**config.mk**
```make
export PLATFORM = sky130hd
export DESIGN_NAME = ls_dispatch
export DESIGN_NICKNAME = d
export VERILOG_FILES = /design/src/source/ls_pkg.sv /design/src/source/ls_dispatch.sv
export SDC_FILE = /design/constraint.sdc
export NUM_CORES = 1
export LEC_CHECK = 0
export BUFFER_PORTS_ARGS = -buffer_cell sky130_fd_sc_hd__buf_2
export CORE_AREA = 2 2 81 83
export DETAILED_ROUTE_END_ITERATION = 7
export DIE_AREA = 0 0 83 85
export GPL_TIMING_DRIVEN = 0
export SYNTH_ARGS = -nofsm -noshare
export SYNTH_HDL_FRONTEND = slang
export SYNTH_SLANG_ARGS = --single-unit
export TNS_END_PERCENT = 1
```
**constraint.sdc**
```tcl
create_clock -name clk -period 3.25 [get_ports clk]
set_input_delay 0.65 -clock clk [delete_from_list [all_inputs] [get_ports clk]]
set_output_delay 0.65 -clock clk [all_outputs]
set_load 0.02 [all_outputs]
```
**src/source/ls_pkg.sv**
```systemverilog
/*
 * Load/store unit shared definitions
 * Address map, exception codes, access sizes and the packed
 * structs passed between the unit's blocks and the AXI4-Lite bus
 */
package ls_pkg;

    //////////////////////////////////////////////////////////////////////
    // Address map
    localparam logic [31:0] LOCAL_BASE = 32'h0000_0000;
    localparam int LOCAL_WORDS = 256;
    localparam int LOCAL_AW = $clog2(LOCAL_WORDS);
    localparam logic [31:0] PERIPH_BASE = 32'h8000_0000;
    localparam logic [31:0] PERIPH_LIMIT = 32'h8000_FFFF;

    // Queue depths
    localparam int REQ_QUEUE_DEPTH = 4;
    localparam int ATTR_QUEUE_DEPTH = 2;

    localparam int ID_W = 4;
    typedef logic [ID_W-1:0] ls_id_t;

    // Exception causes
    localparam logic [3:0] EXC_LOAD_MISALIGNED = 4'd4;
    localparam logic [3:0] EXC_LOAD_FAULT = 4'd5;
    localparam logic [3:0] EXC_STORE_MISALIGNED = 4'd6;
    localparam logic [3:0] EXC_STORE_FAULT = 4'd7;

    // Same encoding as the low two bits of fn3
    typedef enum logic [1:0] {
        SIZE_BYTE = 2'b00,
        SIZE_HALF = 2'b01,
        SIZE_WORD = 2'b10
    } ls_size_t;

    typedef enum logic {
        SUB_LOCAL = 1'b0,
        SUB_PERIPH = 1'b1
    } ls_subunit_t;

    //////////////////////////////////////////////////////////////////////
    // Request and result records
    typedef struct packed {
        logic is_store;
        logic [2:0] fn3;
        logic [31:0] rs1;
        logic [11:0] offset;
        logic [31:0] store_data;
        ls_id_t id;
    } ls_issue_t;

    typedef struct packed {
        logic [29:0] word_addr;
        logic is_store;
        logic [3:0] be;
        logic [31:0] wdata;
        ls_size_t size;
        logic is_signed;
        logic [1:0] byte_off;
        ls_subunit_t subunit;
        ls_id_t id;
    } ls_request_t;

    typedef struct packed {
        ls_size_t size;
        logic is_signed;
        logic [1:0] byte_off;
        ls_subunit_t subunit;
        ls_id_t id;
    } ls_load_attr_t;

    typedef struct packed {
        ls_id_t id;
        logic [31:0] data;
    } ls_wb_t;

    typedef struct packed {
        ls_id_t id;
        logic [3:0] code;
        logic [31:0] tval;
    } ls_exc_t;

    //////////////////////////////////////////////////////////////////////
    // AXI4-Lite channels
    typedef struct packed {
        logic awvalid;
        logic [31:0] awaddr;
        logic wvalid;
        logic [31:0] wdata;
        logic [3:0] wstrb;
        logic bready;
        logic arvalid;
        logic [31:0] araddr;
        logic rready;
    } axi_lite_req_t;

    typedef struct packed {
        logic awready;
        logic wready;
        logic bvalid;
        logic [1:0] bresp;
        logic arready;
        logic rvalid;
        logic [31:0] rdata;
        logic [1:0] rresp;
    } axi_lite_rsp_t;

endpackage

```
**src/source/ls_dispatch.sv**
```systemverilog
/*
 * Request dispatch
 * Issues queued requests in order to the local memory or the
 * peripheral bus, and steers returning load data to writeback
 */
`timescale 1ns/1ps

module ls_dispatch
    import ls_pkg::*;
(
    input logic clk,
    input logic rst,
    input ls_request_t head,
    input logic head_valid,
    output logic pop,
    output logic attr_push,
    output ls_load_attr_t attr_in,
    input ls_load_attr_t attr_head,
    input logic attr_valid,
    output logic attr_pop,
    input logic local_ready,
    input logic local_rd_valid,
    input logic [31:0] local_rd_data,
    input logic periph_ready,
    input logic periph_rd_valid,
    input logic [31:0] periph_rd_data,
    output logic local_req,
    output logic periph_req,
    output logic rd_valid,
    output logic [31:0] rd_data,
    output logic busy
);

    ls_subunit_t last_unit;
    logic unit_switch;
    logic switch_in_progress;
    logic switch_hold;
    logic head_is_load;
    logic target_ready;

    //////////////////////////////////////////////////////////////////////
    // Sub-unit switch hold
    // A load to the other sub-unit waits for the loads in flight
    // to return, so two results never land in the same cycle
    assign head_is_load = head_valid & ~head.is_store;
    assign unit_switch = head_is_load & (head.subunit != last_unit) & attr_valid;

    always_ff @(posedge clk) begin
        if (rst) begin
            last_unit <= SUB_LOCAL;
            switch_in_progress <= 1'b0;
        end else begin
            if (attr_push)
                last_unit <= head.subunit;
            switch_in_progress <= (switch_in_progress | unit_switch) & attr_valid;
        end
    end

    assign switch_hold = unit_switch | switch_in_progress;

    //////////////////////////////////////////////////////////////////////
    // Issue
    assign target_ready = (head.subunit == SUB_PERIPH) ? periph_ready : local_ready;
    assign pop = head_valid & target_ready & ~switch_hold;

    assign local_req = pop & (head.subunit == SUB_LOCAL);
    assign periph_req = pop & (head.subunit == SUB_PERIPH);

    assign attr_push = pop & ~head.is_store;
    assign attr_in = '{
        size: head.size,
        is_signed: head.is_signed,
        byte_off: head.byte_off,
        subunit: head.subunit,
        id: head.id
    };

    //////////////////////////////////////////////////////////////////////
    // Load return
    always_comb begin
        if (attr_head.subunit == SUB_PERIPH) begin
            rd_valid = periph_rd_valid;
            rd_data = periph_rd_data;
        end else begin
            rd_valid = local_rd_valid;
            rd_data = local_rd_data;
        end
    end

    assign attr_pop = rd_valid;
    assign busy = head_valid | attr_valid | switch_in_progress;

endmodule

```
After elaboration in Yosys (flattened, before gate mapping)
Index checks and enable logic that the tools add are counted.
- equality and inequality tests: 1
- bitwise gates (word level): 15
- mux-type cells: 3
- operators by type and width (kind ; count):
    2-to-1 mux 32 bit ; 1
    bitwise AND 1 bit ; 9
    inverter 1 bit ; 3
    OR 1 bit ; 3
    2-to-1 mux 1 bit ; 2
    inequality test 1 bit ; 1
- output and inout bits: 49
- flip-flop bits (word level): 2
- input port bits: 159

Logic depth before layout (Yosys ltp)
Gate-level depths: netlist of run 1.
- word-level depth: 8
- gate-level depth with buffers: 3

Least setup slack after synthesis of run 1
No wires, ideal clock.
- kind: input to output
- start: input head[4] (netlist name)
- end: output attr_push
- arrival time: 1.953 ns
- path buffers: 0
- path slack: 0.647 ns
- required time: 2.600 ns
- stages: 2
- path through: xor2_1 -> a2111oi_0
- word-level cells in the longest chain between the ends: 7
- RTL lines (item ; RTL line ; source):
    start, declared ; ls_dispatch.sv:13 ; input ls_request_t head,
    inequality test 1 bit ; ls_dispatch.sv:46 ; assign unit_switch = head_is_load & (head.subunit != last_unit) & attr_valid;
    bitwise AND 1 bit (2 in a row) ; ls_dispatch.sv:46 ;
    OR 1 bit ; ls_dispatch.sv:59 ; assign switch_hold = unit_switch | switch_in_progress;
    inverter 1 bit ; ls_dispatch.sv:64 ; assign pop = head_valid & target_ready & ~switch_hold;
    bitwise AND 1 bit * ; ls_dispatch.sv:64 ;
    bitwise AND 1 bit * ; ls_dispatch.sv:69 ; assign attr_push = pop & ~head.is_store;
    end, declared ; ls_dispatch.sv:16 ; output logic attr_push,
Every way passes the cells marked *; elsewhere a longest branch is shown, timed or not.

Final worst setup path of run 1
- start: input head[4] (netlist name)
- end: output local_req
- word-level cells in the longest chain between the ends: 7
- RTL lines (item ; RTL line ; source):
    inequality test 1 bit ; ls_dispatch.sv:46 ;
    bitwise AND 1 bit (2 in a row) ; ls_dispatch.sv:46 ;
    OR 1 bit ; ls_dispatch.sv:59 ;
    inverter 1 bit ; ls_dispatch.sv:64 ;
    bitwise AND 1 bit ; ls_dispatch.sv:64 ;
    bitwise AND 1 bit * ; ls_dispatch.sv:66 ; assign local_req = pop & (head.subunit == SUB_LOCAL);
    end, declared ; ls_dispatch.sv:27 ; output logic local_req,
Marked as above.

==> flow_summary_export.csv, run 1 <==
group,metric,value,unit
outcome,outcome,"completed",
worst_setup_path,worst-r2r-cell-count,2,
yosys,synth_area,634,µm²
yosys,yosysTopAreaCell,"mux2_2",
layout,drive_gt1_share,89.6,%
timing,fmax,0.408,GHz
yosys,async_flop_share,0,%
worst_hold_path,holdPathEnd,"last_unit",
worst_setup_path,cp_common_cell,"buf_2",
placement,placedCellCount,267,
routing,wirelength,4240,µm
worst_hold_path,hold_depth,2,
timing,rsz0062_at_grt,"false",
yosys,synth_most_common_cell,"mux2_2",
die,die_x,83,µm
worst_setup_path,path_max_fanout,6,
die,core,6200,µm²
worst_setup_path,crit_chain,"buf_2 > xor2_1 > a311o_2 > nor3b_1 > buf_2",
timing,finalMaxSlewViolations,0,
timing,finalSetupViolations,0,
placement,hpwl,3900,µm
yosys,synth_commonest_cells,"mux2_2 (33), buf_4 (11), buf_2 (3)",
layout,instances_no_fill,270,
yosys,yosys_warnings,0,
timing,skew,0.00306,ns
routing,drt_iter0_drc,22,
cts,post-cts-setup-buffers,0,
placement,globalplace.congestion,0.766,
worst_setup_path,r2r_end,"last_unit",
layout,nFillCells,699,
routing,wl_per_cell,15.7,µm
global_routing,grt_max_degree,11,
placement,port_buffers,122,
global_routing,grt_usage,11.6,%
yosys,synthTopCellsByArea,"mux2_2 (59%), buf_4 (13%), dfxtp_1 (6.3%)",
routing,drtPass1Iterations,2,
cts,clock_sinks,2,
routing,vias,999,
timing,timing.setup.tns,0,ns
die,row_count,29,
layout,multi_input_area,485,µm²
worst_setup_path,crit_type,"input port to primary output",
worst_setup_path,crit_slowest_cell,"a311o_2",
worst_setup_path,required,2.60,ns
yosys,syn_area_per_cell,9.33,µm²
yosys,synth_cells,68,
global_routing,grt_pass1_wl,5950,µm
yosys,synth_edf_count,0,
yosys,syn_nets,227,
routing,ant_nets,0,
worst_setup_path,arrival,1.80,ns
cts,cts.path.max_buffers,2,
flow_run,max_cap_viol_count,0,
worst_setup_path,critPathTopFamily,"compound AO/OA/AOI/OAI gates",
worst_setup_path,worst-path-stages,5,
worst_setup_path,path_buf_inv,2,
worst_setup_path,r2r_setup_slack,2.29,ns
cts,cts_tree,"built",
layout,seqCellArea,40.0,µm²
yosys,synth_seq_cells,2,
global_routing,antenna_found_initial,0,
worst_hold_path,min_from,"last_unit",
timing,min_period,2.45,ns
timing,tightest_slew,0.319,ns
die,die_h,85,µm
cts,cts-buffers-inserted,3,
worst_hold_path,hold_path.class,"flop to flop",
yosys,ys_seq_area_share,6.31,%
cts,root_buffer,"clkbuf_8",
cts,clk_pin_slew,0.03,ns
cts,cts_resized,0,
timing,hold_violations,0,
worst_setup_path,critPathCaptureType,"primary output",
worst_setup_path,crit_path_start_kind,"input port",
power_and_ir_drop,p_per_area,253,nW/µm²
cts,cts_hold_buf,0,
timing,finalCritPeriodShare,75.3,%
cts,h-tree-depth,1,
global_routing,grt.overflow.total,0,
worst_setup_path,slowest_delay,0.43,ns
die,dieArea,7060,µm²
timing,relSlewSlack,78.2,%
global_routing,grt_pass1_vias,1061,
worst_setup_path,regToRegStartpoint,"switch_in_progress",
die,io_pins,208,
routing,drc,0,
yosys,netlist.area_leader.share,58.6,%
power_and_ir_drop,p_leak,0.765,nW
routing,drt-vias-per-instance,3.70,
power_and_ir_drop,peakVddDrop,0.188,mV
layout,diodes,0,
layout,syn_to_final_growth,118,%
yosys,synth_ff_type,"dfxtp_1",
die,start_util,10.2,%
cts,insertion_delay,0.21,ns
yosys,synth_cell_types,18,
layout,fin_nets,354,
-- metal layers --
layer | global-route usage [%] | vias up | share of wire (%)
li1 | - | 485 | -
met1 | 9.80 | 395 | 30
met2 | 13.9 | 112 | 31
met3 | 18.9 | 7 | 38
met4 | 2.68 | 0 | 1.1
met5 | 0 | - | 0
-- per-stage QoR --
stage | util (%) | hold slack, ns | total power (W) | setup WS (ns) | area [µm²]
2_1_floorplan | - | 0.460 | 0.000148 | 0.647 | 634
3_3_place_gp | 21.6 | 0.470 | 0.000251 | 0.835 | 1340
3_5_place_dp | 21.6 | 0.490 | 0.000252 | 0.773 | 1340
4_1_cts | 22.3 | 0.494 | 0.000354 | 0.774 | 1380
5_1_grt | 22.3 | 0.527 | 0.000374 | 0.756 | 1380
6_report | 22.3 | 0.486 | 0.000350 | 0.802 | 1380
-- state kept, by name (all words and copies together), names as in the netlist --
| signal | count |
|---|---|
| last_unit | 1 |
| switch_in_progress | 1 |
-- layout make-up --
| cell class | instances | area share [%] |
|---|---|---|
| Tap cell | 77 | 6.97 |
| Sequential cell | 2 | 2.90 |
| Multi-Input combinational cell | 49 | 35.1 |
| Inverter | 2 | 0.543 |
| Timing Repair Buffer | 122 | 44.2 |
| Clock buffer | 3 | 2.99 |
| Buffer | 15 | 7.33 |
-- cells in the final DEF, fill, tap and decap left out, drive strengths merged --
cell,count
nor3b,2
a311o,1
a2111oi,1
xor2,1
inv,2
nor2,2
mux2,33
or3,1
nor4,1
clkbuf,4
mux2i,2
buf,136
nand2,1
nand2b,2
a31oi,1
dfxtp,2
or2b,1
-- worst max path at each step --
stage	startpoint	slack, ns	end
finish	head[4]	0.80	local_req
detailed placement	head[4]	0.77	local_req
floorplan	head[4]	0.65	attr_push
global placement	head[4]	0.84	local_req
global route	head[4]	0.76	local_req
CTS	head[4]	0.77	local_req
-- cells by family (layout without fill, tap and decap cells) --
group	count (synthesis)	after routing	share of synthesized area, %
flops	2	2	6.31
xor+xnor	1	1	1.38
simple gates	10	10	9.27
mux	35	35	61.7
buf+inv	17	142	17.2
compound gates	3	3	4.14
-- where the power goes --
part	switching [W]	leakage (nW)	internal (W)
registers	0.000000517	0.0162	0.0000254
logic	0.000123	0.727	0.000103
clock network	0.0000202	0.0216	0.0000783
-- worst reg2reg max path: stages, from the launching register on --
cell     delay [ns]
dfxtp_1        0.33
nor4_1         0.35
mux2i_1        0.21
No activity file was read; power rests on OpenSTA's default activity.
==> inputs of run 2 (changes only) <==
Settings changed: ABC_AREA from default to 1.
Clock period 3.25 ns to 2.5 ns, I/O delays scaled along.
==> run 2 against run 1 <==
  * Sequential cell count stayed put
  * Power up 27%
  * Core utilization grew 0.060 points
  * Sequential power up 32%
  * Via count increased by 2.5%
  * First-iteration DRC count decreased by 27%
  * Critical path type unchanged
==> flow_summary_export.csv, run 2 <==
group,metric,value,unit
worst_setup_path,crit_chain,"buf_2 > buf_2 > mux2_2 > buf_2",
flow_run,max_cap_viol_count,0,
die,io_pins,208,
routing,ant_nets,0,
worst_setup_path,path_max_fanout,10,
outcome,outcome,"completed",
cts,cts_hold_buf,0,
timing,finalSetupViolations,0,
routing,wirelength,3600,µm
layout,nFillCells,697,
power_and_ir_drop,p_leak,0.789,nW
worst_setup_path,critPathCaptureType,"primary output",
worst_setup_path,crit_path_start_kind,"input port",
layout,diodes,0,
die,die_h,85,µm
timing,fmax,0.505,GHz
routing,drt_iter0_drc,16,
cts,insertion_delay,0.21,ns
routing,drc,0,
yosys,synth_most_common_cell,"mux2_2",
timing,skew,0.00129,ns
cts,cts_resized,0,
cts,post-cts-setup-buffers,0,
timing,rsz0062_at_grt,"false",
layout,final_cell_mix,"buf_2 (126), mux2_2 (33), buf_4 (11)",
layout,top_regs,"last_unit (1), switch_in_progress (1)",
power_and_ir_drop,peakVddDrop,0.115,mV
yosys,synth_cells,78,
placement,placedCellCount,277,
timing,hold_violations,0,
yosys,synthTopCellsByArea,"mux2_2 (58%), buf_4 (13%), dfxtp_1 (6.3%)",
yosys,synth_commonest_cells,"mux2_2 (33), buf_4 (11), nor2_1 (9), nand2_1 (8), inv_1 (5)",
yosys,async_flop_share,0,%
layout,syn_to_final_growth,117,%
global_routing,grt_pass1_wl,5160,µm
power_and_ir_drop,p_per_area,321,nW/µm²
power_and_ir_drop,finalPower,0.000446,W
global_routing,grt.overflow.total,0,
worst_hold_path,min_from,"switch_in_progress",
cts,clock_sinks,2,
worst_setup_path,crit_type,"input port to primary output",
cts,cts.path.max_buffers,2,
worst_setup_path,cp-startpoint,"attr_head[4]",
die,row_count,29,
layout,instances_no_fill,280,
layout,fin_nets,364,
global_routing,antenna_found_initial,0,
worst_setup_path,arrival,1.48,ns
yosys,yosysTopAreaCell,"mux2_2",
yosys,synth_area,638,µm²
yosys,synth_seq_cells,2,
routing,drtPass1Iterations,4,
yosys,yosys_warnings,0,
yosys,synth_cell_types,13,
timing,tightest_slew,0.265,ns
timing,min_period,1.98,ns
worst_setup_path,slowest_delay,0.37,ns
layout,final_common_cell,"buf_2",
routing,vias,1024,
worst_setup_path,cp_common_cell,"buf_2",
routing,wl_per_cell,12.9,µm
die,die_x,83,µm
layout,multi_input_area,473,µm²
yosys,syn_nets,237,
worst_setup_path,crit_slowest_cell,"mux2_2",
routing,drt-vias-per-instance,3.66,
placement,port_buffers,122,
cts,cts_tree,"built",
layout,drive_gt1_share,86.7,%
cts,cts-buffers-inserted,3,
worst_setup_path,regToRegStartpoint,"last_unit",
die,start_util,10.3,%
yosys,synth_ff_type,"dfxtp_1",
yosys,synth_edf_count,0,
die,dieArea,7060,µm²
timing,timing.setup.tns,0,ns
timing,finalCritPeriodShare,79.2,%
worst_setup_path,required,2.00,ns
cts,clk_pin_slew,0.03,ns
layout,seqCellArea,40.0,µm²
global_routing,grt_usage,9.84,%
yosys,netlist.area_leader.share,58.2,%
global_routing,grt_max_degree,11,
yosys,ys_seq_area_share,6.27,%
placement,hpwl,3360,µm
cts,root_buffer,"clkbuf_8",
cts,h-tree-depth,1,
timing,finalMaxSlewViolations,0,
global_routing,grt_pass1_vias,1023,
yosys,syn_area_per_cell,8.18,µm²
worst_hold_path,hold_path.class,"flop to flop",
placement,globalplace.congestion,0.771,
timing,relSlewSlack,82.3,%
die,core,6200,µm²
run 2: power breakdown:
group	internal (W)	switching, W
logic	0.000133	0.000154
registers	0.0000335	0.000000786
clock network	0.000102	0.0000228
run 2: kinds of logic after synthesis:
kind of cell           synth area share, %
buffers and inverters                 19.6
flip-flops                            6.27
AND/OR/NAND/NOR                       14.3
multiplexers                          58.2
AO/OA/AOI/OAI                         1.57
run 2: through the flow:
stage          hold slack (ns)  worst slack (ns)  utilization, %  instance area (µm²)
4_1_cts                  0.499             0.487            22.3                 1390
3_5_place_dp             0.493             0.484            21.7                 1350
3_3_place_gp             0.468             0.503            21.7                 1350
2_1_floorplan            0.449             0.757               -                  638
6_report                 0.492             0.520            22.3                 1390
5_1_grt                  0.523             0.446            22.3                 1390
run 2: worst paths after layout:
path / slack [ns] / depth (start not counted) / endpoint
worst max register to register: 1.48 / 7 / last_unit
worst max-delay path: 0.52 / 4 / rd_data[7]
worst min-delay path: 0.49 / 2 / switch_in_progress
worst min register to register: 0.49 / 2 / switch_in_progress
run 2: final cells by class:
cell class              instances  share of cell area, %
repair buffers                122                   44.0
multi-input cells              55                   34.1
plain buffers                  15                   7.40
well taps                      77                   6.95
clock buffers                   3                   2.98
flip-flops and latches          2                   2.89
inverters                       6                   1.62
run 2: layer usage:
metal | routed length [µm] | vias up | global-route usage [%]
met3 | 521 | 2 | 3.70
met5 | 0 | - | 0
met4 | 27 | 0 | 1.79
li1 | - | 501 | -
met1 | 1730 | 411 | 14.2
met2 | 1320 | 110 | 14.0
run 2: critical path: cells and delay by family:
kind                   cells  cell delay (ns)
buffers and inverters      3             0.59
multiplexers               1             0.37
==> inputs of run 3 (changes only) <==
Settings changed: ABC_AREA 1 to 0.
Clock period 2.5 ns to 1.6 ns, I/O delays scaled along.
==> run 3 against run 2 <==
  * Cell count down 3.2%
  * Non-clock buffer count unchanged
  * Setup slack worse by 0.63 ns
  * Largest power group unchanged
  * Largest cell class unchanged
  * Sequential power up 54%
  * Die area unchanged
  * The flow now finishes with violations (setup timing)
  * Register-to-register slack worse by 0.83 ns
  * Sequential cell count unchanged
  * Clock skew down 0.0010 ns
==> flow_summary_export.csv, run 3 (synthesized netlist as in run 1, its figures left out) <==
group,metric,value,unit
timing,holdWs,0.300,ns
worst_setup_path,crit_path_start_kind,"flop",
layout,nFillCells,692,
routing,ant_nets,0,
timing,finalCritPeriodShare,107,%
layout,fin_nets,354,
layout,final_cell_mix,"buf_2 (119), mux2_2 (33), buf_4 (17)",
cts,post-cts-setup-buffers,0,
timing,layout_setup_ws,-0.114,ns
routing,drc,0,
timing,finalSetupViolations,4,
die,die_h,85,µm
worst_setup_path,critPathCaptureType,"primary output",
placement,dp_slack,-0.174,ns
routing,drtPass1Iterations,2,
die,dieArea,7060,µm²
worst_hold_path,hold_depth,2,
cts,clk_pin_slew,0.03,ns
worst_setup_path,path_max_fanout,3,
global_routing,grtUsageMet1,11.0,%
power_and_ir_drop,p_per_area,503,nW/µm²
layout,drive_gt1_share,90.7,%
cts,cts_tree,"built",
layout,final_common_cell,"buf_2",
routing,drt-vias-per-instance,3.67,
global_routing,grt_util_met3,16.3,%
timing,timing.setup.tns,-0.192,ns
die,die_x,83,µm
routing,vias,994,
placement,port_buffers,122,
timing,hold_violations,0,
timing,rsz0062_at_grt,"true",
placement,placedCellCount,267,
layout,top_regs,"last_unit (1), switch_in_progress (1)",
global_routing,grt.overflow.total,0,
placement,hpwl,3800,µm
cts,cts.path.max_buffers,2,
layout,multi_input_area,492,µm²
cts,cts-buffers-inserted,3,
cts,root_buffer,"clkbuf_8",
timing,min_period,1.71,ns
placement,globalplace.congestion,0.695,
power_and_ir_drop,peakVddDrop,0.336,mV
die,core,6200,µm²
power_and_ir_drop,p_leak,0.772,nW
global_routing,met2_usage,13.3,%
timing,skew,0.000248,ns
global_routing,grt_pass1_wl,5890,µm
worst_setup_path,required,1.28,ns
timing,fmax,0.584,GHz
timing,relSlewSlack,76.7,%
global_routing,grt_max_degree,11,
flow_run,max_cap_viol_count,0,
die,row_count,29,
layout,syn_to_final_growth,122,%
worst_setup_path,crit_type,"flop to primary output",
die,start_util,10.2,%
outcome,outcome,"finished, violations left",
worst_setup_path,worst-r2r-cell-count,3,
cts,cts_hold_buf,0,
cts,clock_sinks,2,
worst_hold_path,hold_path.class,"input port to flop",
global_routing,grt_pass1_vias,1008,
cts,h-tree-depth,1,
routing,drt_iter0_drc,17,
worst_setup_path,arrival,1.39,ns
routing,wl_per_cell,15.1,µm
die,io_pins,208,
timing,tightest_slew,0.340,ns
global_routing,grt_usage,11.1,%
global_routing,grt.busiest_layer,"met3",
layout,instances_no_fill,271,
outcome,violations,"setup timing",
routing,wirelength,4100,µm
timing,finalMaxSlewViolations,0,
cts,insertion_delay,0.21,ns
layout,seqCellArea,40.0,µm²
global_routing,antenna_found_initial,1,
run 3: routing by layer:
layer | wire (µm) | up-vias
li1 | - | 488
met1 | 1320 | 404
met2 | 1370 | 102
met3 | 1420 | 0
met4 | 0 | 0
met5 | 0 | -
run 3: timing repair:
| action | CTS | global route |
|---|---|---|
| resized for setup | 7 | 0 |
| pin swaps | 3 | 0 |
| endpoints found under the setup margin | 34 | 17 |
run 3: path summary, 6_finish.rpt:
kind | startpoint | to | slack (ns)
worst max-delay path | last_unit | local_req | -0.11
worst min-delay path | rst | switch_in_progress | 0.30
worst max register to register | last_unit | switch_in_progress | 0.65
worst min register to register | last_unit | last_unit | 0.48
run 3: stage by stage:
stage                     instance area (µm²)  power (W)  utilization, %
after CTS                                1410   0.000720            22.6
after floorplan                           641   0.000301               -
after global routing                     1410   0.000763            22.6
after global placement                   1350   0.000508            21.7
final                                    1410   0.000708            22.7
after detailed placement                 1350   0.000511            21.7
run 3: power by group:
part | leakage [nW] | internal [W] | switching (W)
clock network | 0.0216 | 0.000159 | 0.0000366
registers | 0.0162 | 0.0000516 | 0.00000105
logic | 0.735 | 0.000214 | 0.000246
total | 0.772 | 0.000424 | 0.000284
run 3: critical path, cell delays in order, from the launching register on:
cell and delay (ns):
dfxtp_1 0.30, xor2_1 0.18, a311o_2 0.37, nor3b_2 0.17
buf_4 0.16
run 3: area by class of cell:
class	instances	share of cell area, %
sequential	2	2.84
tap	77	6.84
buffer	15	7.82
inverter	2	0.533
timing repair buffer	122	43.9
clock buffer	3	2.93
antenna	1	0.178
multi-input combinational	49	34.9
