$ cat src/source/ls_pkg.sv
/*
 * Load/store unit shared definitions
 * Address map, exception codes, access sizes and the packed
 * structs passed between the unit's blocks and the AXI4-Lite bus
 */
package ls_pkg;

    //////////////////////////////////////////////////////////////////////
    // Address map
    localparam logic [31:0] LOCAL_BASE = 32'h0000_0000;
    localparam int LOCAL_WORDS = 256;
    localparam int LOCAL_AW = $clog2(LOCAL_WORDS);
    localparam logic [31:0] PERIPH_BASE = 32'h8000_0000;
    localparam logic [31:0] PERIPH_LIMIT = 32'h8000_FFFF;

    // Queue depths
    localparam int REQ_QUEUE_DEPTH = 4;
    localparam int ATTR_QUEUE_DEPTH = 2;

    localparam int ID_W = 4;
    typedef logic [ID_W-1:0] ls_id_t;

    // Exception causes
    localparam logic [3:0] EXC_LOAD_MISALIGNED = 4'd4;
    localparam logic [3:0] EXC_LOAD_FAULT = 4'd5;
    localparam logic [3:0] EXC_STORE_MISALIGNED = 4'd6;
    localparam logic [3:0] EXC_STORE_FAULT = 4'd7;

    // Same encoding as the low two bits of fn3
    typedef enum logic [1:0] {
        SIZE_BYTE = 2'b00,
        SIZE_HALF = 2'b01,
        SIZE_WORD = 2'b10
    } ls_size_t;

    typedef enum logic {
        SUB_LOCAL = 1'b0,
        SUB_PERIPH = 1'b1
    } ls_subunit_t;

    //////////////////////////////////////////////////////////////////////
    // Request and result records
    typedef struct packed {
        logic is_store;
        logic [2:0] fn3;
        logic [31:0] rs1;
        logic [11:0] offset;
        logic [31:0] store_data;
        ls_id_t id;
    } ls_issue_t;

    typedef struct packed {
        logic [29:0] word_addr;
        logic is_store;
        logic [3:0] be;
        logic [31:0] wdata;
        ls_size_t size;
        logic is_signed;
        logic [1:0] byte_off;
        ls_subunit_t subunit;
        ls_id_t id;
    } ls_request_t;

    typedef struct packed {
        ls_size_t size;
        logic is_signed;
        logic [1:0] byte_off;
        ls_subunit_t subunit;
        ls_id_t id;
    } ls_load_attr_t;

    typedef struct packed {
        ls_id_t id;
        logic [31:0] data;
    } ls_wb_t;

    typedef struct packed {
        ls_id_t id;
        logic [3:0] code;
        logic [31:0] tval;
    } ls_exc_t;

    //////////////////////////////////////////////////////////////////////
    // AXI4-Lite channels
    typedef struct packed {
        logic awvalid;
        logic [31:0] awaddr;
        logic wvalid;
        logic [31:0] wdata;
        logic [3:0] wstrb;
        logic bready;
        logic arvalid;
        logic [31:0] araddr;
        logic rready;
    } axi_lite_req_t;

    typedef struct packed {
        logic awready;
        logic wready;
        logic bvalid;
        logic [1:0] bresp;
        logic arready;
        logic rvalid;
        logic [31:0] rdata;
        logic [1:0] rresp;
    } axi_lite_rsp_t;

endpackage

$ cat src/source/ls_axi_lite_master.sv
/*
 * Peripheral bus master
 * Runs one AXI4-Lite read or write at a time for the load/store unit
 */
`timescale 1ns/1ps

module ls_axi_lite_master
    import ls_pkg::*;
(
    input logic clk,
    input logic rst,
    input logic req,
    input ls_request_t request,
    output logic ready,
    output logic rd_valid,
    output logic [31:0] rd_data,
    output logic busy,
    output axi_lite_req_t m_axi_req,
    input axi_lite_rsp_t m_axi_rsp
);

    typedef enum logic [1:0] {
        ST_IDLE,
        ST_ADDR,
        ST_WAIT_B,
        ST_WAIT_R
    } state_t;

    state_t state;
    logic aw_done;
    logic w_done;
    logic aw_hs;
    logic w_hs;
    logic is_write;
    logic [31:0] addr;
    logic [31:0] wdata;
    logic [3:0] wstrb;

    assign aw_hs = m_axi_req.awvalid & m_axi_rsp.awready;
    assign w_hs = m_axi_req.wvalid & m_axi_rsp.wready;

    //////////////////////////////////////////////////////////////////////
    // Transaction FSM
    always_ff @(posedge clk) begin
        if (rst) begin
            state <= ST_IDLE;
            aw_done <= 1'b0;
            w_done <= 1'b0;
        end else begin
            case (state)
                ST_IDLE: begin
                    aw_done <= 1'b0;
                    w_done <= 1'b0;
                    if (req)
                        state <= ST_ADDR;
                end
                ST_ADDR: begin
                    if (is_write) begin
                        // AW and W may be taken in either order
                        if (aw_hs)
                            aw_done <= 1'b1;
                        if (w_hs)
                            w_done <= 1'b1;
                        if ((aw_done | aw_hs) & (w_done | w_hs))
                            state <= ST_WAIT_B;
                    end else if (m_axi_rsp.arready) begin
                        state <= ST_WAIT_R;
                    end
                end
                ST_WAIT_B: begin
                    if (m_axi_rsp.bvalid)
                        state <= ST_IDLE;
                end
                default: begin
                    if (m_axi_rsp.rvalid)
                        state <= ST_IDLE;
                end
            endcase
        end
    end

    // Request held for the whole transaction
    always_ff @(posedge clk) begin
        if (req & (state == ST_IDLE)) begin
            is_write <= request.is_store;
            addr <= {request.word_addr, 2'b00};
            wdata <= request.wdata;
            wstrb <= request.be;
        end
    end

    //////////////////////////////////////////////////////////////////////
    // Bus outputs
    always_comb begin
        m_axi_req.awvalid = (state == ST_ADDR) & is_write & ~aw_done;
        m_axi_req.awaddr = addr;
        m_axi_req.wvalid = (state == ST_ADDR) & is_write & ~w_done;
        m_axi_req.wdata = wdata;
        m_axi_req.wstrb = wstrb;
        m_axi_req.bready = (state == ST_WAIT_B);
        m_axi_req.arvalid = (state == ST_ADDR) & ~is_write;
        m_axi_req.araddr = addr;
        m_axi_req.rready = (state == ST_WAIT_R);
    end

    assign ready = (state == ST_IDLE);
    assign busy = (state != ST_IDLE);
    assign rd_valid = (state == ST_WAIT_R) & m_axi_rsp.rvalid;
    assign rd_data = m_axi_rsp.rdata;

endmodule

$ cat config.mk
export PLATFORM = sky130hd
export DESIGN_NAME = ls_axi_lite_master
export DESIGN_NICKNAME = d
export VERILOG_FILES = /design/src/source/ls_pkg.sv /design/src/source/ls_axi_lite_master.sv
export SDC_FILE = /design/constraint.sdc
export NUM_CORES = 1
export LEC_CHECK = 0
export ABC_AREA = 1
export BUFFER_PORTS_ARGS = -buffer_cell sky130_fd_sc_hd__buf_2
export CAP_MARGIN = 0
export CORE_AREA = 4 4 98 100
export DETAILED_ROUTE_END_ITERATION = 10
export DIE_AREA = 0 0 102 104
export GPL_TIMING_DRIVEN = 0
export PLACE_DENSITY = 0.71
export SYNTH_ARGS = -nofsm -noshare
export SYNTH_HDL_FRONTEND = slang
export SYNTH_SLANG_ARGS = --single-unit
export TNS_END_PERCENT = 5
$ cat constraint.sdc
create_clock -name clk -period 6.6 [get_ports clk]
set_clock_uncertainty 0.2 [all_clocks]
set_input_delay 1.65 -clock clk [delete_from_list [all_inputs] [get_ports clk]]
set_output_delay 1.65 -clock clk [all_outputs]
set_load 0.005 [all_outputs]
Word level (Yosys, flattened, before mapping)
Index checks and enable logic that the tools add are counted.
{ "op_classes": {"n_mux": 13, "addsub": 0, "shift": 0, "magnitude_cmp": 0, "bitwise_logic": 14, "n_mul": 0, "div": 0, "n_reduce_logical": 7, "n_eq_ne": 10} }
{ "op_table": {"columns": ["op", "count"], "rows": [
  ["$mux W2", 6],
  ["$and A1 B1 Y1", 9],
  ["$ne A2 B2 Y1 const B", 4],
  ["$ne A3 B3 Y1 const B", 2],
  ["$pmux W2 S3", 1],
  ["$reduce_and A3 Y1", 2],
  ["$reduce_and A5 Y1", 1],
  ["$eq A2 B2 Y1 const B", 2],
  ["$mux W1", 4],
  ["$pmux W1 S2", 2],
  ["$reduce_bool A2 Y1", 2],
  ["$reduce_bool A4 Y1", 1],
  ["$not A1 Y1", 3],
  ["$eq A2 B1 Y1 const B", 1],
  ["$logic_not A2 Y1", 1],
  ["$ne A2 B1 Y1 const B", 1],
  ["$or A1 B1 Y1", 2]
]} }
{ "totals": {"out_inout_bits": 140, "register_bits": 71, "mem_bits_rw": 0, "mem_bits_ro": 0, "wordCells": 51, "latchBits": 0, "n_memories": 0} }

Longest topological paths before layout
Gate-level depths: netlist of the first run.
{ "depth": {"depth_word": 9, "depth_mapped": 9, "mapped_depth_nobuf": 9} }

Worst setup path before layout of the first run
Ideal clock, no wire load.
{ "synth_path": {"kind": "input -> register", "startpoint": "input req", "endpoint": "register addr[10] (enable)", "cell_stages": 2, "setup_slack_ns": 1.426, "t_required_ns": 5.908, "setup_time_ns": 0.492, "arrival_time_ns": 4.482, "cell_sequence": "inv_1 -> nor2_1"} }
{ "synth_between": {"elab_chain_cells": 1} }
{ "synth_rtl": {"columns": ["element", "line", "text"], "rows": [
  ["start, declared", "ls_axi_lite_master.sv:12", "input logic req,"],
  ["$and A1 B1 Y1", "ls_axi_lite_master.sv:84", "if (req & (state == ST_IDLE)) begin"],
  ["end signal, assigned", "ls_axi_lite_master.sv:86", "addr <= {request.word_addr, 2'b00};"],
  ["end, declared", "ls_axi_lite_master.sv:35", "logic [31:0] addr;"]
]} }
No other way between the ends.
A chain may end at the register's enable or synchronous reset.

Final worst setup path of the first run
{ "layout_path": {"startpoint": "input m_axi_rsp[34] (netlist name)", "endpoint": "output rd_valid"} }
{ "layout_between": {"elab_chain_cells": 1} }
{ "layout_rtl": {"columns": ["element", "line", "text"], "rows": [
  ["start, declared", "ls_axi_lite_master.sv:19", "input axi_lite_rsp_t m_axi_rsp"],
  ["$and A1 B1 Y1", "ls_axi_lite_master.sv:108", "assign rd_valid = (state == ST_WAIT_R) & m_axi_rsp.rvalid;"],
  ["end, declared", "ls_axi_lite_master.sv:15", "output logic rd_valid,"]
]} }
No other way between the ends.

==> impl_metrics.tcl, run 1 <==
set metrics [dict create \
    outcome "finished clean" \
    syn_avg_cell_area_um2 15.1 \
    holdBufCountCts 0 \
    netlist_instances 186 \
    clock_latency_ns 0.33 \
    crit_fanout 2 \
    die_h_um 104 \
    clk_path_buf_depth 2 \
    r2r-start "state[1]$_SDFFE_PP0P_" \
    end_kind "output port" \
    firstDrtPassIters 4 \
    ys_top_cells_by_area "edfxtp_1, buf_4, dfxtp_1, inv_1, nand2_1" \
    yosys_warnings 0 \
    drv_cap 0 \
    gp_congestion 0.736 \
    vias_per_cell 3.98 \
    layout-drive-gt1-share_pct 72.4 \
    worstSetupPathType "primary input to output port" \
    ant_nets 0 \
    worst_ep_required_time_ns 4.75 \
    grt_start_max_net_pins 28 \
    yosys.cell_types.count 16 \
    layout_commonest_cell "buf_2" \
    die_w_um 102 \
    dpl.hpwl_um 6100 \
    clock-sinks 71 \
    vdd_ir_drop_max_mv 0.190 \
    syn_area_um2 2810 \
    synth.top_cell.area_share_pct 71.7 \
    io_pins 261 \
    fmax_ghz 0.262 \
    syn2layout_area_growth_pct 53.3 \
    rows 34 \
    worst-slew-pin-transition_ns 0.533 \
    hp-start "aw_done$_SDFFE_PP0P_" \
    io_buffers 210 \
    n_antenna_cell 0 \
    grt.overflow.total 0 \
    h-tree-depth 3 \
    ys_seq_area_share_pct 74.5 \
    timing.final.crit_period_ns 3.82 \
    p_leak_nw 2.11 \
    finalHoldViolCount 0 \
    drc 0 \
    fin_nets 533 \
    min_period_over_period_pct 57.9 \
    vias 2090 \
    track_usage_pct 13.4 \
    clock-root-buffer "clkbuf_8" \
    synth_top_area_cell "edfxtp_1" \
    cts_resized 0 \
    wirelength_um 7380 \
    grt_pass1_wl_um 10800 \
    finalSetupViolCount 0 \
    grt_pass1_vias 2061 \
    core-area_um2 8680 \
    n_fill_cell 787 \
    slew_violations 0 \
    tns_ns 0 \
    synth-seq-cells 71 \
    min-delay-path-class "register to register" \
    cts_tree "done" \
    avgRoutedWirePerCell_um 14.1 \
    start_kind "primary input" \
    rsz0062_at_grt "false" \
    final_cell_mix "buf_2, edfxtp_1, buf_4, inv_1, nand2_1" \
    clk_pin_slew_ns 0.08 \
    power_density_nw_per_um2 337 \
    cp.arrival_ns 1.97 \
    relSlewSlack_pct 64.4 \
    antenna_found_initial 0 \
    initial_core_util_pct 32.4 \
    numCtsBuffers 9 \
    crit_start "m_axi_rsp[34]" \
    die_area_um2 10600 \
    drt_iter0_markers 54 \
    post_cts_buffers 0 \
    finalPower_mw 1.45 \
]
## metal layers
metal,global-route usage [%],part of all wire (%),wire [um]
met5,0,0,0
met3,4.96,12,877
met1,13.4,33,2400
met4,5.06,1.0,75
met2,24.5,55,4020
## synth_stat cells (all sizes together)
| cell | number |
|---|---|
| nand3 | 2 |
| dfxtp | 4 |
| conb | 1 |
| nor2 | 13 |
| nand4 | 2 |
| nor3 | 2 |
| a21oi | 3 |
| nand2 | 13 |
| inv | 13 |
| edfxtp | 67 |
| buf | 66 |
## worst paths after layout
check,end,slack [ns],cells after the start
hold / removal,aw_done$_SDFFE_PP0P_,0.31,2
setup / recovery,rd_valid,2.78,4
setup reg to reg,wdata[6]$_DFFE_PP_,4.37,5
hold reg to reg,aw_done$_SDFFE_PP0P_,0.31,2
## stage by stage
stage	worst slack [ns]	instances	instance area (um^2)	hold slack [ns]	utilization, %
2_1_floorplan	1.43	189	2820	0.264	-
3_3_place_gp	0.213	507	4010	0.279	46.2
3_5_place_dp	2.78	509	4060	0.293	46.8
4_1_cts	2.78	525	4300	0.306	49.6
5_1_grt	2.77	525	4300	0.316	49.6
6_report	2.78	525	4300	0.309	49.6
## cell type report
cell class | instances | area (um^2) | share of cell area, %
clock inverter | 6 | 116 | 2.70
sequential | 71 | 2090 | 48.6
buffer | 66 | 495 | 11.5
timing repair buffer | 212 | 1100 | 25.5
multi-input combinational | 39 | 190 | 4.42
tap | 108 | 135 | 3.14
clock buffer | 10 | 128 | 2.97
inverter | 13 | 48.8 | 1.13
## where the power goes
group          leakage, nW  internal, mW  switching, mW
Combinational         1.32         0.189          0.189
Sequential           0.666         0.609         0.0366
Clock                0.121         0.255          0.170
Total                 2.11          1.05          0.396
## flip-flops by register name (all words and copies together), names as in the netlist
register	cells
state	2
wdata	32
wstrb	4
aw_done	1
is_write	1
w_done	1
addr	30
## worst max-delay path, cell delays in order
cell    delay (ns)
buf_2         0.08
inv_1         0.04
nor2_1        0.09
buf_2         0.12
## cells by family (layout without fill, tap and decap cells)
family / Yosys count / in the layout / share of synthesized area, %
AOI/OAI and AO/OA: 3 / 3 / 0.535
buffers and inverters: 79 / 307 / 19.4
DFF: 71 / 71 / 74.5
other: 1 / 4 / 0.134
and+or+nand+nor: 32 / 32 / 5.44
No activity file was read; power rests on OpenSTA's default activity.
==> inputs of run 2 (changes only) <==
--- a/config.mk
+++ b/config.mk
@@ -8,11 +8,11 @@
 export ABC_AREA = 1
 export BUFFER_PORTS_ARGS = -buffer_cell sky130_fd_sc_hd__buf_2
 export CAP_MARGIN = 0
-export CORE_AREA = 4 4 98 100
+export CORE_AREA = 4 4 101 103
 export DETAILED_ROUTE_END_ITERATION = 10
-export DIE_AREA = 0 0 102 104
+export DIE_AREA = 0 0 105 107
 export GPL_TIMING_DRIVEN = 0
-export PLACE_DENSITY = 0.71
+export PLACE_DENSITY = 0.7
 export SYNTH_ARGS = -nofsm -noshare
 export SYNTH_HDL_FRONTEND = slang
 export SYNTH_SLANG_ARGS = --single-unit
==> constraint.sdc (replaced) <==
create_clock -name clk -period 3.45 [get_ports clk]
set_clock_uncertainty 0.2 [all_clocks]
set_input_delay 0.8625 -clock clk [delete_from_list [all_inputs] [get_ports clk]]
set_output_delay 0.8625 -clock clk [all_outputs]
set_load 0.005 [all_outputs]
==> run 2 against run 1 <==
  * Clock power increased by 71%
  * Setup slack got worse by 1.7 ns
  * Sequential share of layout area rose by 0.54 points
  * Register-to-register slack got worse by 3.3 ns
  * Final cell count up 0.38%
  * First-iteration DRC count increased by 28%
  * Die area grew 5.9%
  * Combinational power grew 86%
  * Non-clock buffer count decreased by 1
==> impl_metrics.tcl, run 2 (synthesis results as in run 1) <==
set metrics [dict create \
    power_density_nw_per_um2 627 \
    top_regs "wdata (32), addr (30), wstrb (4)" \
    end_kind "output port" \
    timing.final.crit_period_ns 2.42 \
    worst-slew-pin-transition_ns 0.920 \
    h-tree-depth 3 \
    firstDrtPassIters 4 \
    min-delay-path-class "register to register" \
    avgRoutedWirePerCell_um 14.1 \
    rrSetupSlack_ns 1.04 \
    fmax_ghz 0.414 \
    grt_start_max_net_pins 38 \
    io_buffers 210 \
    pre_cts_ws_ns 0.832 \
    hp-start "aw_done$_SDFFE_PP0P_" \
    final_util_pct 46.3 \
    relSlewSlack_pct 38.5 \
    final_cell_mix "buf_2, edfxtp_1, buf_4, inv_1, nand2_1" \
    clk_pin_slew_ns 0.08 \
    path_cells "nor2_1 > inv_1 > buf_2" \
    n_antenna_cell 0 \
    finalSetupViolCount 0 \
    drt_iter0_markers 69 \
    post_cts_buffers 0 \
    min_path_cells 2 \
    drv_cap 0 \
    multiInputGateArea_um2 190 \
    initial_core_util_pct 30.5 \
    syn2layout_area_growth_pct 51.6 \
    die_w_um 105 \
    rsz0062_at_grt "false" \
    crit_path_max_incr_delay_ns 0.37 \
    core-area_um2 9200 \
    setup_slack_ns 1.03 \
    cts_resized 0 \
    gp_congestion 0.661 \
    n_fill_cell 862 \
    clock_latency_ns 0.34 \
    rows 35 \
    cp.arrival_ns 1.35 \
    top_register "wdata" \
    worstSetupPathType "register to output port" \
    track_usage_pct 12.6 \
    grt.overflow.total 0 \
    crit_fanout 6 \
    drc 0 \
    grt_pass1_vias 2137 \
    finalHoldViolCount 0 \
    min_period_over_period_pct 70.0 \
    die_h_um 107 \
    hold_end "aw_done$_SDFFE_PP0P_" \
    finalPower_mw 2.67 \
    r2r-start "state[1]$_SDFFE_PP0P_" \
    layout_commonest_cell "buf_2" \
    p_leak_nw 2.08 \
    clock-sinks 71 \
    ant_nets 0 \
    hold_ws_ns 0.302 \
    antenna_found_initial 0 \
    vias_per_cell 4.01 \
    fin_nets 532 \
    largest_reg_flops 32 \
    tns_ns 0 \
    slew_violations 0 \
    clk_path_buf_depth 2 \
    clock-root-buffer "clkbuf_8" \
    layout-drive-gt1-share_pct 72.4 \
    worst_ep_required_time_ns 2.39 \
    wirelength_um 7450 \
    dpl.hpwl_um 6120 \
    regArea_um2 2090 \
    reg2reg_to "addr[21]$_DFFE_PP_" \
    holdBufCountCts 0 \
    outcome "finished clean" \
    r2r_cells 4 \
    io_pins 261 \
    cpMaxStageDelayCell "dfxtp_1" \
    start_kind "register" \
    grt_pass1_wl_um 10900 \
    die_area_um2 11200 \
    cts_tree "done" \
    vias 2115 \
    vdd_ir_drop_max_mv 0.386 \
    numCtsBuffers 9 \
]
-- run 2: cell count changes in the layout (fill, tap and decap cells not counted) --
| cell | change |
|---|---|
| bufinv_16 | -1 |
| clkbuf_1 | -1 |
| clkinvlp_4 | +2 |
| inv_6 | -1 |
| clkinv_1 | +1 |
| buf_16 | -1 |
-- run 2: how the worst max path moves through the flow --
| stage | from | end | slack [ns] |
|---|---|---|---|
| CTS | state[1]$_SDFFE_PP0P_ | wdata[28]$_DFFE_PP_ | 1.0 |
| finish | state[1]$_SDFFE_PP0P_ | busy | 1.03 |
| global route | state[1]$_SDFFE_PP0P_ | wdata[1]$_DFFE_PP_ | 0.86 |
| global placement | req | addr[17]$_DFFE_PP_ | -0.66 |
| detailed placement | req | wstrb[1]$_DFFE_PP_ | 0.83 |
| floorplan | req | addr[10]$_DFFE_PP_ | 0.17 |
-- run 2: area by class of cell --
cell class / count / area share (%)
buffer: 66 / 11.6
clock inverter: 7 / 2.26
tap: 111 / 3.26
sequential: 71 / 49.1
multi-input combinational: 39 / 4.47
inverter: 13 / 1.15
timing repair buffer: 211 / 25.2
clock buffer: 9 / 2.91
-- run 2: stage by stage --
stage	area (um^2)	std cells
6_report	4260	527
3_3_place_gp	4010	510
2_1_floorplan	2820	189
4_1_cts	4260	527
5_1_grt	4260	527
3_5_place_dp	4040	511
-- run 2: worst max-delay path, delay by kind of cell, from the launching register on --
family / cells / cell delay, ns
flip-flops: 1 / 0.37
buffers and inverters: 2 / 0.33
AND/OR/NAND/NOR: 1 / 0.31
-- run 2: report_power, final --
part / switching [mW] / internal, mW / total (mW)
Clock: 0.317 / 0.408 / 0.725
Combinational: 0.363 / 0.339 / 0.702
Sequential: 0.0725 / 1.17 / 1.24
Total: 0.753 / 1.91 / 2.67
-- run 2: metal layers --
layer | GRT usage [%] | wire length, um
met1 | 13.3 | 2700
met2 | 22.7 | 4030
met3 | 5.12 | 700
met4 | 4.22 | 27
met5 | 0 | 0
==> inputs of run 3 (changes only) <==
--- a/config.mk
+++ b/config.mk
@@ -5,14 +5,14 @@
 export SDC_FILE = /design/constraint.sdc
 export NUM_CORES = 1
 export LEC_CHECK = 0
-export ABC_AREA = 1
+export ABC_AREA = 0
 export BUFFER_PORTS_ARGS = -buffer_cell sky130_fd_sc_hd__buf_2
 export CAP_MARGIN = 0
-export CORE_AREA = 4 4 101 103
+export CORE_MARGIN = 4
+export CORE_UTILIZATION = 33
 export DETAILED_ROUTE_END_ITERATION = 10
-export DIE_AREA = 0 0 105 107
 export GPL_TIMING_DRIVEN = 0
-export PLACE_DENSITY = 0.7
+export PLACE_DENSITY = 0.76
 export SYNTH_ARGS = -nofsm -noshare
 export SYNTH_HDL_FRONTEND = slang
 export SYNTH_SLANG_ARGS = --single-unit
==> constraint.sdc (replaced) <==
create_clock -name clk -period 2.1 [get_ports clk]
set_clock_uncertainty 0.2 [all_clocks]
set_input_delay 0.525 -clock clk [delete_from_list [all_inputs] [get_ports clk]]
set_output_delay 0.525 -clock clk [all_outputs]
set_load 0.005 [all_outputs]
==> run 3 against run 2 <==
  * Power is 57% higher
  * Largest cell class unchanged
  * Via count decreased by 4.2%
  * Critical path type unchanged
  * Clock power grew 23%
==> impl_metrics.tcl, run 3 <==
set metrics [dict create \
    io_pins 261 \
    timing.final.crit_period_ns 2.01 \
    final_cells 503 \
    yosys_most_used_dff "edfxtp_1" \
    drv_cap 0 \
    grt_start_max_net_pins 35 \
    layout-drive-gt1-share_pct 74.4 \
    crit_path_max_incr_delay_ns 0.39 \
    top_regs "wdata (32), addr (30), wstrb (4)" \
    largest_reg_flops 32 \
    syn2layout_area_growth_pct 48.5 \
    ant_nets 0 \
    hp-start "request[13]" \
    netlist_instances 168 \
    finalSetupViolCount 0 \
    hold_ws_ns 0.161 \
    syn_avg_cell_area_um2 16.7 \
    layout_commonest_cell "buf_2" \
    gp_congestion 0.734 \
    synth_edf_count 67 \
    cpMaxStageDelayCell "dfxtp_1" \
    tns_ns 0 \
    dp_cells 486 \
    yosys_warnings 0 \
    n_antenna_cell 0 \
    top_usage_layer "met2" \
    fmax_ghz 0.496 \
    ys_seq_area_share_pct 74.4 \
    yosysMostFrequentCell "edfxtp_1" \
    start_kind "register" \
    vias 2027 \
    multiInputGateArea_um2 219 \
    r2r_cells 4 \
    ys_top_cells_by_area "edfxtp_1, buf_4, dfxtp_1, buf_6, nor2_1" \
    core-area_um2 8260 \
    crit_fanout 9 \
    clock-sinks 71 \
    die_h_um 100 \
    rows 33 \
    regArea_um2 2090 \
    min_path_cells 1 \
    reg2reg_to "addr[5]$_DFFE_PP_" \
    synth.top_cell.area_share_pct 71.6 \
    use_met1_pct 13.3 \
    drt_iter0_markers 18 \
    wirelength_um 6730 \
    async_reset_ff_share_pct 0 \
    die_area_um2 10100 \
    top_register "wdata" \
    die_w_um 100 \
    min_period_over_period_pct 95.9 \
    dpl.hpwl_um 5240 \
    power_density_nw_per_um2 1000 \
    yosys.cell_types.count 21 \
    antenna_found_initial 0 \
    final_cell_mix "buf_2, edfxtp_1, buf_4, clkbuf_8, nor2_1" \
    final_util_pct 50.5 \
    path_cells "or2_1 > buf_6 > inv_4 > buf_2" \
    finalHoldViolCount 0 \
    min-delay-path-class "primary input to register" \
    use_met3_pct 5.21 \
    outcome "finished clean" \
    synth-seq-cells 71 \
    path_buf_inv 3 \
    clock-root-buffer "clkbuf_8" \
    vdd_ir_drop_max_mv 0.792 \
    grt_pass1_vias 1974 \
    firstDrtPassIters 4 \
    grt.overflow.total 0 \
    drc 0 \
    clk_path_buf_depth 2 \
    fin_nets 514 \
    clock_latency_ns 0.33 \
    ys_top_cells_by_count "edfxtp_1, buf_4, nor2_1" \
    cp.arrival_ns 1.29 \
    slew_violations 0 \
    rsz0062_at_grt "false" \
    clk_pin_slew_ns 0.07 \
    hold_end "wdata[3]$_DFFE_PP_" \
    critPathTopFamily "flip-flops" \
    post_cts_buffers 0 \
    h-tree-depth 3 \
    worst_ep_required_time_ns 1.37 \
    vias_per_cell 4.03 \
    numCtsBuffers 9 \
    end_kind "output port" \
    grt_pass1_wl_um 9650 \
    n_fill_cell 750 \
    holdBufCountCts 0 \
    initial_core_util_pct 34.0 \
    p_leak_nw 2.02 \
    r2r-start "state[1]$_SDFFE_PP0P_" \
    io_buffers 210 \
    rrSetupSlack_ns 0.23 \
    track_usage_pct 12.6 \
    syn_area_um2 2810 \
    synth_top_area_cell "edfxtp_1" \
    met2_usage_pct 21.8 \
    worstSetupPathType "register to output port" \
    avgRoutedWirePerCell_um 13.4 \
    cts_tree "done" \
]
-- run 3: worst max-delay path by stage --
stage | cells past startpoint | from | to
final | 4 | state[1]$_SDFFE_PP0P_ | ready
after global routing | 3 | state[1]$_SDFFE_PP0P_ | m_axi_req[104]
after CTS | 4 | state[1]$_SDFFE_PP0P_ | ready
after detailed placement | 5 | state[0]$_SDFFE_PP0P_ | wdata[20]$_DFFE_PP_
after global placement | 5 | state[0]$_SDFFE_PP0P_ | wdata[1]$_DFFE_PP_
after floorplan | 5 | state[0]$_SDFFE_PP0P_ | addr[10]$_DFFE_PP_
-- run 3: report_power, final --
group          leakage [nW]  switching, mW  internal (mW)  total [mW]
Combinational          1.27          0.568          0.656        1.22
Clock                0.0782          0.472          0.417       0.889
Sequential            0.670          0.118           1.95        2.07
Total                  2.02           1.16           3.02        4.18
-- run 3: timing repair --
item,CTS,global route
gates resized for setup,1,2
gates cloned,1,0
pin swaps,1,0
setup endpoints to repair,67,1
-- run 3: cell families after synthesis --
kind of cell | after synthesis | share of synthesized area [%]
and+or+nand+nor | 18 | 3.61
other | 1 | 0.133
buffers and inverters | 69 | 18.6
muxes | 3 | 1.25
AOI/OAI and AO/OA | 6 | 2.00
DFF | 71 | 74.4
-- run 3: layout make-up --
type                       count  share of cell area (%)
buffer                        68                    12.4
clock buffer                  11                    3.15
clock inverter                 5                   0.600
inverter                       1                   0.150
multi-input combinational     32                    5.25
sequential                    71                    50.1
tap                          105                    3.15
timing repair buffer         210                    25.2
-- run 3: per-layer routing --
layer  vias to the layer above  wire length, um
met1                       916             2180
met2                       133             3580
met4                         0               97
li1                        969                -
met3                         9              870
met5                         -                0
-- run 3: per-stage QoR --
| step | setup slack [ns] | cell area, um^2 | power, mW |
|---|---|---|---|
| finish | 0.0851 | 4170 | 4.18 |
| global route | 0.0135 | 4170 | 4.44 |
| CTS | -0.00149 | 4170 | 4.24 |
| global placement | -0.0329 | 4010 | 3.29 |
| detailed placement | -0.0641 | 4010 | 3.32 |
| floorplan | 0.133 | 2820 | 2.70 |
-- run 3: worst reg2reg max path, cell delays in order (launching register included) --
cell and delay, ns:
dfxtp_1 0.39, or2_1 0.27, buf_6 0.14, inv_4 0.06, and2_4 0.43
